===== src/source/io_links_pkg.sv =====
package io_links_pkg;

	////////////////////////////////////////////////////////////////////
	// Link and payload sizes
	////////////////////////////////////////////////////////////////////
	localparam int n_links   = 4;
	localparam int word_w    = 8;
	localparam int offset_w  = 3;
	localparam int count_w   = 16;
	localparam int bit_cnt_w = $clog2(word_w);

	// Index of the final bit of a word within the serial stream
	localparam logic [bit_cnt_w-1:0] last_bit = bit_cnt_w'(word_w - 1);

	////////////////////////////////////////////////////////////////////
	// APB register map
	////////////////////////////////////////////////////////////////////
	localparam int addr_w = 8;
	localparam int data_w = 32;

	localparam logic [addr_w-1:0] ctrl_base   = 8'h00;
	localparam logic [addr_w-1:0] stat_base   = 8'h10;
	localparam logic [addr_w-1:0] global_addr = 8'h20;

	// Per-link control word fields
	localparam int offset_lsb   = 0;
	localparam int invert_bit   = 3;
	localparam int tristate_bit = 4;
	localparam int bypass_bit   = 5;
	localparam int link_rst_bit = 6;
	localparam int ctrl_w       = link_rst_bit + 1;

	// Global register fields
	localparam int global_rst_bit = 0;
	localparam int clear_cnt_bit  = 1;

endpackage


===== src/source/link_cfg_if.sv =====
`timescale 1ns/1ps

interface link_cfg_if;
	import io_links_pkg::*;

	// Settings from the register block
	logic [offset_w-1:0] bit_offset;
	logic                invert;
	logic                tristate;
	logic                bypass;
	logic                lane_rst;

	// One pulse per rebuilt word
	logic                word_done;

	modport regs (
		output bit_offset,
		output invert,
		output tristate,
		output bypass,
		output lane_rst,
		input  word_done
	);

	modport lane (
		input  bit_offset,
		input  invert,
		input  tristate,
		input  bypass,
		input  lane_rst,
		output word_done
	);

endinterface


===== src/source/apb_link_regs.sv =====
`timescale 1ns/1ps

module apb_link_regs (
	input  logic                            in_clk160,
	input  logic                            rst_n,
	input  logic                            psel,
	input  logic                            penable,
	input  logic                            pwrite,
	input  logic [io_links_pkg::addr_w-1:0] paddr,
	input  logic [io_links_pkg::data_w-1:0] pwdata,
	output logic [io_links_pkg::data_w-1:0] prdata,
	output logic                            pready,
	output logic                            pslverr,
	link_cfg_if.regs                        cfg [io_links_pkg::n_links]
);
	import io_links_pkg::*;

	logic [ctrl_w-1:0]  ctrl_q  [n_links];
	logic [count_w-1:0] count_q [n_links];
	logic [n_links-1:0] ctrl_sel;
	logic [n_links-1:0] stat_sel;
	logic [n_links-1:0] word_done;
	logic               global_sel;
	logic               global_rst_q;
	logic               access;
	logic               wr_en;
	logic               addr_hit;

	assign access = psel && penable;
	assign wr_en  = access && pwrite;

	////////////////////////////////////////////////////////////////////
	// Address decode
	////////////////////////////////////////////////////////////////////
	always_comb begin
		for (int i = 0; i < n_links; i++) begin
			ctrl_sel[i] = (paddr == ctrl_base + addr_w'(4 * i));
			stat_sel[i] = (paddr == stat_base + addr_w'(4 * i));
		end
	end

	assign global_sel = (paddr == global_addr);
	assign addr_hit   = (|ctrl_sel) || (|stat_sel) || global_sel;

	// Zero wait states
	assign pready  = 1'b1;
	assign pslverr = access && !addr_hit;

	////////////////////////////////////////////////////////////////////
	// Registers and word counters
	////////////////////////////////////////////////////////////////////
	always_ff @(posedge in_clk160 or negedge rst_n) begin
		if (!rst_n) begin
			global_rst_q <= 1'b0;
			for (int i = 0; i < n_links; i++) begin
				ctrl_q[i]  <= '0;
				count_q[i] <= '0;
			end
		end else begin
			if (wr_en && global_sel)
				global_rst_q <= pwdata[global_rst_bit];
			for (int i = 0; i < n_links; i++) begin
				if (wr_en && ctrl_sel[i])
					ctrl_q[i] <= pwdata[ctrl_w-1:0];
				// Clear bit acts only on the write and never holds
				if (wr_en && global_sel && pwdata[clear_cnt_bit])
					count_q[i] <= '0;
				else if (word_done[i] && (count_q[i] != '1))
					count_q[i] <= count_q[i] + 1'b1;
			end
		end
	end

	// Read mux
	always_comb begin
		prdata = '0;
		for (int i = 0; i < n_links; i++) begin
			if (ctrl_sel[i])
				prdata[ctrl_w-1:0] = ctrl_q[i];
			if (stat_sel[i])
				prdata[count_w-1:0] = count_q[i];
		end
		if (global_sel)
			prdata[global_rst_bit] = global_rst_q;
	end

	// Fan out control fields to each lane
	for (genvar i = 0; i < n_links; i++) begin : g_cfg
		assign cfg[i].bit_offset = ctrl_q[i][offset_lsb +: offset_w];
		assign cfg[i].invert     = ctrl_q[i][invert_bit];
		assign cfg[i].tristate   = ctrl_q[i][tristate_bit];
		assign cfg[i].bypass     = ctrl_q[i][bypass_bit];
		assign cfg[i].lane_rst   = ctrl_q[i][link_rst_bit] || global_rst_q;
		assign word_done[i]      = cfg[i].word_done;
	end

endmodule


===== src/source/io_links_top.sv =====
`timescale 1ns/1ps

module io_links_top (
	input  logic                                                 in_clk160,
	input  logic                                                 rst_n,
	input  logic [io_links_pkg::addr_w-1:0]                      paddr,
	input  logic                                                 psel,
	input  logic                                                 penable,
	input  logic                                                 pwrite,
	input  logic [io_links_pkg::data_w-1:0]                      pwdata,
	output logic [io_links_pkg::data_w-1:0]                      prdata,
	output logic                                                 pready,
	output logic                                                 pslverr,
	input  logic [io_links_pkg::n_links*io_links_pkg::word_w-1:0] in_tdata,
	input  logic [io_links_pkg::n_links-1:0]                     in_tvalid,
	output logic [io_links_pkg::n_links-1:0]                     in_tready,
	output logic [io_links_pkg::n_links*io_links_pkg::word_w-1:0] out_tdata,
	output logic [io_links_pkg::n_links-1:0]                     out_tvalid
);
	import io_links_pkg::*;

	// Pad model driven and sampled by the same link
	logic [n_links-1:0] line_bit;
	logic [n_links-1:0] line_en;

	link_cfg_if cfg_if [n_links] ();

	apb_link_regs regs_inst (
		.in_clk160 (in_clk160),
		.rst_n     (rst_n),
		.psel      (psel),
		.penable   (penable),
		.pwrite    (pwrite),
		.paddr     (paddr),
		.pwdata    (pwdata),
		.prdata    (prdata),
		.pready    (pready),
		.pslverr   (pslverr),
		.cfg       (cfg_if)
	);

	////////////////////////////////////////////////////////////////////
	// Lanes with loopback
	////////////////////////////////////////////////////////////////////
	for (genvar i = 0; i < n_links; i++) begin : g_lane
		link_lane lane_inst (
			.in_clk160    (in_clk160),
			.rst_n        (rst_n),
			.cfg          (cfg_if[i]),
			.in_tdata     (in_tdata[i*word_w +: word_w]),
			.in_tvalid    (in_tvalid[i]),
			.in_tready    (in_tready[i]),
			.out_tdata    (out_tdata[i*word_w +: word_w]),
			.out_tvalid   (out_tvalid[i]),
			.line_bit_out (line_bit[i]),
			.line_en_out  (line_en[i]),
			.line_bit_in  (line_bit[i]),
			.line_en_in   (line_en[i])
		);
	end

endmodule


===== src/source/link_deserializer.sv =====
`timescale 1ns/1ps

module link_deserializer (
	input  logic                              in_clk160,
	input  logic                              rst_n,
	input  logic                              lane_rst,
	input  logic [io_links_pkg::offset_w-1:0] bit_offset,
	input  logic                              line_bit,
	input  logic                              line_en,
	output logic [io_links_pkg::word_w-1:0]   word,
	output logic                              word_valid
);
	import io_links_pkg::*;

	logic [word_w-1:0]    hist_q;
	logic [offset_w-1:0]  skip_cnt;
	logic [bit_cnt_w-1:0] bit_cnt;
	logic                 full_q;
	logic                 skipping;
	logic                 take;

	// Leading bits dropped to emulate the input delay tap
	assign skipping = (skip_cnt < bit_offset);
	assign take     = line_en && !skipping;

	////////////////////////////////////////////////////////////////////
	// Stream position
	////////////////////////////////////////////////////////////////////
	always_ff @(posedge in_clk160 or negedge rst_n) begin
		if (!rst_n) begin
			skip_cnt   <= '0;
			bit_cnt    <= '0;
			full_q     <= 1'b0;
			word_valid <= 1'b0;
		end else if (lane_rst) begin
			skip_cnt   <= '0;
			bit_cnt    <= '0;
			full_q     <= 1'b0;
			word_valid <= 1'b0;
		end else begin
			if (line_en && skipping)
				skip_cnt <= skip_cnt + 1'b1;
			if (take)
				bit_cnt <= bit_cnt + 1'b1;
			full_q     <= take && (bit_cnt == last_bit);
			word_valid <= full_q;
		end
	end

	// History keeps shifting while the finished word is copied out
	always_ff @(posedge in_clk160) begin
		if (take)
			hist_q <= {hist_q[word_w-2:0], line_bit};
		if (full_q)
			word <= hist_q;
	end

endmodule


===== src/source/link_lane.sv =====
`timescale 1ns/1ps

module link_lane (
	input  logic                            in_clk160,
	input  logic                            rst_n,
	link_cfg_if.lane                        cfg,
	input  logic [io_links_pkg::word_w-1:0] in_tdata,
	input  logic                            in_tvalid,
	output logic                            in_tready,
	output logic [io_links_pkg::word_w-1:0] out_tdata,
	output logic                            out_tvalid,
	output logic                            line_bit_out,
	output logic                            line_en_out,
	input  logic                            line_bit_in,
	input  logic                            line_en_in
);
	import io_links_pkg::*;

	logic [word_w-1:0] inv_mask;
	logic [word_w-1:0] des_word;
	logic [word_w-1:0] byp_data;
	logic              des_valid;
	logic              byp_valid;
	logic              accept;

	assign inv_mask = {word_w{cfg.invert}};
	assign accept   = in_tvalid && in_tready;

	link_serializer ser_inst (
		.in_clk160  (in_clk160),
		.rst_n      (rst_n),
		.lane_rst   (cfg.lane_rst),
		.tristate   (cfg.tristate),
		.word       (in_tdata ^ inv_mask),
		.word_valid (in_tvalid),
		.word_ready (in_tready),
		.line_bit   (line_bit_out),
		.line_en    (line_en_out)
	);

	link_deserializer des_inst (
		.in_clk160  (in_clk160),
		.rst_n      (rst_n),
		.lane_rst   (cfg.lane_rst),
		.bit_offset (cfg.bit_offset),
		.line_bit   (line_bit_in),
		.line_en    (line_en_in),
		.word       (des_word),
		.word_valid (des_valid)
	);

	////////////////////////////////////////////////////////////////////
	// Bypass path with one register stage
	////////////////////////////////////////////////////////////////////
	always_ff @(posedge in_clk160 or negedge rst_n) begin
		if (!rst_n)
			byp_valid <= 1'b0;
		else if (cfg.lane_rst)
			byp_valid <= 1'b0;
		else
			byp_valid <= accept;
	end

	always_ff @(posedge in_clk160) begin
		if (accept)
			byp_data <= in_tdata;
	end

	// Output select
	assign out_tdata     = cfg.bypass ? byp_data : (des_word ^ inv_mask);
	assign out_tvalid    = cfg.bypass ? byp_valid : des_valid;
	assign cfg.word_done = des_valid && !cfg.bypass;

endmodule


===== src/source/link_serializer.sv =====
`timescale 1ns/1ps

module link_serializer (
	input  logic                            in_clk160,
	input  logic                            rst_n,
	input  logic                            lane_rst,
	input  logic                            tristate,
	input  logic [io_links_pkg::word_w-1:0] word,
	input  logic                            word_valid,
	output logic                            word_ready,
	output logic                            line_bit,
	output logic                            line_en
);
	import io_links_pkg::*;

	logic [word_w-1:0]    shift_q;
	logic [bit_cnt_w-1:0] bit_cnt;
	logic                 busy;
	logic                 ready_q;
	logic                 accept;

	assign word_ready = ready_q && !lane_rst;
	assign accept     = word_valid && word_ready;

	always_ff @(posedge in_clk160 or negedge rst_n) begin
		if (!rst_n) begin
			busy    <= 1'b0;
			bit_cnt <= '0;
			ready_q <= 1'b0;
		end else if (lane_rst) begin
			busy    <= 1'b0;
			bit_cnt <= '0;
			ready_q <= 1'b0;
		end else if (accept) begin
			busy    <= 1'b1;
			bit_cnt <= '0;
			ready_q <= 1'b0;
		end else if (busy) begin
			bit_cnt <= bit_cnt + 1'b1;
			busy    <= (bit_cnt != last_bit);
			// Open up while the last bit is on the line
			ready_q <= (bit_cnt >= last_bit - 1'b1);
		end else begin
			ready_q <= 1'b1;
		end
	end

	// MSB first
	always_ff @(posedge in_clk160) begin
		if (accept)
			shift_q <= word;
		else if (busy)
			shift_q <= {shift_q[word_w-2:0], 1'b0};
	end

	assign line_bit = shift_q[word_w-1];
	assign line_en  = busy && !tristate;

endmodule


===== config.mk =====
export PLATFORM = sky130hd
export DESIGN_NAME = io_links_top
export DESIGN_NICKNAME = d
export VERILOG_FILES = /design/src/source/io_links_pkg.sv /design/src/source/link_cfg_if.sv /design/src/source/apb_link_regs.sv /design/src/source/io_links_top.sv /design/src/source/link_deserializer.sv /design/src/source/link_lane.sv /design/src/source/link_serializer.sv
export SDC_FILE = /design/constraint.sdc
export NUM_CORES = 1
export LEC_CHECK = 0
export ABC_AREA = 1
export BUFFER_PORTS_ARGS = -buffer_cell sky130_fd_sc_hd__buf_2
export CAP_MARGIN = 40
export CORE_UTILIZATION = 60
export CTS_CLUSTER_DIAMETER = 200
export DETAILED_ROUTE_END_ITERATION = 10
export GPL_TIMING_DRIVEN = 0
export PLACE_DENSITY = 0.81
export SLEW_MARGIN = 20
export SYNTH_ARGS = -nofsm -noshare
export SYNTH_HDL_FRONTEND = slang
export SYNTH_HIERARCHICAL = 1
export SYNTH_SLANG_ARGS = --single-unit

===== constraint.sdc =====
create_clock -name in_clk160 -period 5.25 [get_ports in_clk160]
set_clock_uncertainty 0.15 [all_clocks]
set_input_delay 0.2625 -clock in_clk160 [delete_from_list [all_inputs] [get_ports in_clk160]]
set_output_delay 0.2625 -clock in_clk160 [all_outputs]
set_load 0.1 [all_outputs]

==> impl_metrics.ini <==
[floorplan]
coreArea_um2 = 24500
die_w_um = 160
fp.dieH_um = 160
start_util_pct = 61.5
fp-row-count = 57
dieArea_um2 = 25700
io_pins = 155

[power_and_ir_drop]
p_sw_share_pct = 23.0
cellPowerDensity_nw_per_um2 = 268
pwr-share-comb_pct = 6.4
ir_drop_mv = 0.291
internal_power_w = 0.00362
p_clk_share_pct = 45.1
p_seq_share_pct = 48.4
p_leak_nw = 8.47
netSwitchingPower_w = 0.00108

[sta]
max-slew-margin-rel_pct = 61.4
post-route-period-util_pct = 51.2
post-route-min-period_ns = 2.69
finalWorstSetupSlack_ns = 2.56
tightest_slew_ns = 0.578
rsz0062_at_grt = false
fin_setup_tns_ns = 0
slew_violations = 0
final_hold_viol_count = 0
finalSetupViolations = 0
fmax_ghz = 0.372

[placement]
port_buffers = 112
pre_cts_ws_ns = 2.60
place_congestion = 0.952
dp.final_hpwl_um = 25400

[global_route]
grt_max_degree = 96
grt_pass1_wl_um = 57800
grt.total_usage_pct = 27.8
grt_pass1_vias = 12000
antenna_found_initial = 0
overflow = 0

[worst_hold_path]
min_from = paddr[4]
min-delay-path-class = primary input to register

[layout]
diodes = 0
drive_above_1_share_pct = 16.5
fillCellCount = 1825
multi_input_area_um2 = 6130
nNetsFinal = 2064
seqCellArea_um2 = 7570
area_growth_syn_to_layout_pct = 16.7

[worst_setup_path]
critPathRequiredTime_ns = 4.84
critPathBufInv = 2
cp_data_arrival_time_ns = 2.28
critPathCaptureType = output pin
crit_fanout = 11
slowest_delay_ns = 0.48
crit_type = register to output pin
path_delay_family = simple AND/OR/NAND/NOR gates
path_cells = inv_1, nand2_1, nor2_4, buf_2
timing.rr.start = regs_inst/count_q[16]$_DFFE_PN0P_
critPathSlowestCell = buf_2
crit_path_start_kind = register
cp-startpoint = regs_inst/global_rst_q$_DFFE_PN0P_

[clock_tree]
cts_resized = 0
cts_root_buf = clkbuf_16
clkTransAtPathRegs_ns = 0.07
cts_sinks = 277
cts_tree = built
clock_path_buffers = 3
clock_latency_ns = 0.56
htreeDepth = 1
numCtsBuffers = 29

[synth]
synthTopCellsByCount = nand2_1 (504), nand3_1 (199), inv_1 (196)
synthFlopType = dfrtp_1
synth_edf_count = 128
async_reset_ff_share_pct = 53.8
ys_types = 46
syn_area_per_cell_um2 = 8.63
synth_seq_area_share_pct = 50.4
yosys.cell_count.top_type = nand2_1
synth_top_cell_area_share_pct = 25.6
syn_area_um2 = 15000
synth-seq-cells = 277
yosysWarnings = 6
synthCells = 1743
yosysTopAreaCell = edfxtp_1
yosys-top-cells-area = edfxtp_1 (26%), dfrtp_1 (25%), nand2_1 (13%)

[detailed_routing]
vias = 12500
drtAntennaViolNets = 0
wl_per_cell_um = 15.7
vias_per_cell = 5.43
drtIter0Drc = 1158
routed_wl_um = 36000
drt_pass1_iterations = 6
drc = 0

[flow_run]
drv_cap = 0

[status]
status = finished clean
-- tightest hold or removal path: cells and delay by family --
kind	cells	cell delay (ns)
and+or+nand+nor	4	0.27
buffers and inverters	1	0.10
AOI/OAI and AO/OA	1	0.07
-- cell families after synthesis --
family | share of synthesized area [%]
DFF | 50.4
xor gates and xnor gates | 3.73
adders and majority gates | 3.00
other | 0.0499
buffers and inverters | 9.25
AOI/OAI and AO/OA | 4.97
and+or+nand+nor | 28.7
-- power by group through the flow --
stage / registers (W) / logic (W) / clock network (W)
2_1_floorplan: 0.00232 / 0.000190 / 0
3_3_place_gp: 0.00232 / 0.000265 / 0
3_5_place_dp: 0.00232 / 0.000275 / 0
4_1_cts: 0.00228 / 0.000301 / 0.00215
5_1_grt: 0.00228 / 0.000323 / 0.00223
6_report: 0.00228 / 0.000303 / 0.00212
-- state kept, by name, indices dropped and copies added (netlist names) --
name,flops
g_lane.lane_inst/byp_data,32
g_lane.lane_inst/byp_valid,4
g_lane.lane_inst/des_inst/bit_cnt,12
g_lane.lane_inst/des_inst/full_q,4
g_lane.lane_inst/des_inst/hist_q,32
g_lane.lane_inst/des_inst/skip_cnt,12
g_lane.lane_inst/des_inst/word,32
g_lane.lane_inst/des_inst/word_valid,4
g_lane.lane_inst/ser_inst/bit_cnt,12
g_lane.lane_inst/ser_inst/busy,4
g_lane.lane_inst/ser_inst/ready_q,4
g_lane.lane_inst/ser_inst/shift_q,32
regs_inst/cfg.bit_offset,12
regs_inst/cfg.bypass,4
regs_inst/cfg.invert,4
regs_inst/cfg.tristate,4
regs_inst/count_q,64
regs_inst/ctrl_q,4
regs_inst/global_rst_q,1
-- path summary, 6_finish.rpt --
path,endpoint,slack [ns],depth (start not counted)
min reg2reg,g_lane[1].lane_inst/des_inst/word[7]$_DFFE_PP_,0.27,0
max reg2reg,regs_inst/count_q[22]$_DFFE_PN0P_,2.99,11
max in group asynchronous,g_lane[3].lane_inst/ser_inst/ready_q$_DFF_PN0_,4.14,4
min in group asynchronous,regs_inst/count_q[26]$_DFFE_PN0P_,0.17,3
min,regs_inst/global_rst_q$_DFFE_PN0P_,0.03,6
max,in_tready[1],2.56,4
-- layer usage --
| metal | vias to the layer above | global-route usage (%) | wire, um |
|---|---|---|---|
| met2 | 438 | 48.3 | 17800 |
| met1 | 5877 | 36.3 | 15100 |
| li1 | 6048 | - | - |
| met4 | 0 | 9.18 | 1120 |
| met3 | 99 | 3.33 | 2040 |
| met5 | - | 0 | 0 |
-- cell usage in the layout, fill, tap and decap left out, drive strengths merged --
master       netlist  final
dfrtp            149    149
o211ai             3      3
nor2             116    116
nor3              31     31
a21o               1      1
a21oi             23     23
bufinv             0      5
o31ai              4      4
xnor2              8      8
ha                36     36
nand4             47     47
o21bai             1      1
dlygate4sd3        0     44
o21ai             82     82
o221ai             6      6
xor2              56     56
clkbuf             8     44
nand3            210    210
nand3b             2      2
and2               1      1
inv              222    224
nand2            532    532
or2               11     11
buf               59    173
nor4               1      1
clkinv             2     11
clkinvlp           0      2
conb               2     17
nor3b              2      2
edfxtp           128    128
-- final cells by class --
class,instances,area share [%]
clock inverter,18,1.31
sequential,277,43.2
timing repair buffer,158,6.08
tap,324,2.31
multi-input combinational,1190,34.9
clock buffer,36,4.29
inverter,224,4.83
buffer,67,3.09
-- metrics by stage --
stage	hold slack, ns	cell area (um^2)	power (W)	util, %	cells
after detailed placement	0.173	16100	0.00260	65.9	2196
after CTS	0.00949	17500	0.00473	71.7	2294
after global placement	0.251	16100	0.00259	65.6	2194
final	0.0311	17500	0.00470	71.7	2294
after floorplan	-0.183	15100	0.00251	-	1758
after global routing	0.0537	17500	0.00484	71.7	2294
-- repair_timing --
| action | 4_1_cts | 5_1_grt |
|---|---|---|
| buffers inserted | 0 | 0 |
| hold buffers | 44 | 0 |
| endpoints found under the hold margin | 188 | 0 |
Power figures use the tool's default switching activity.
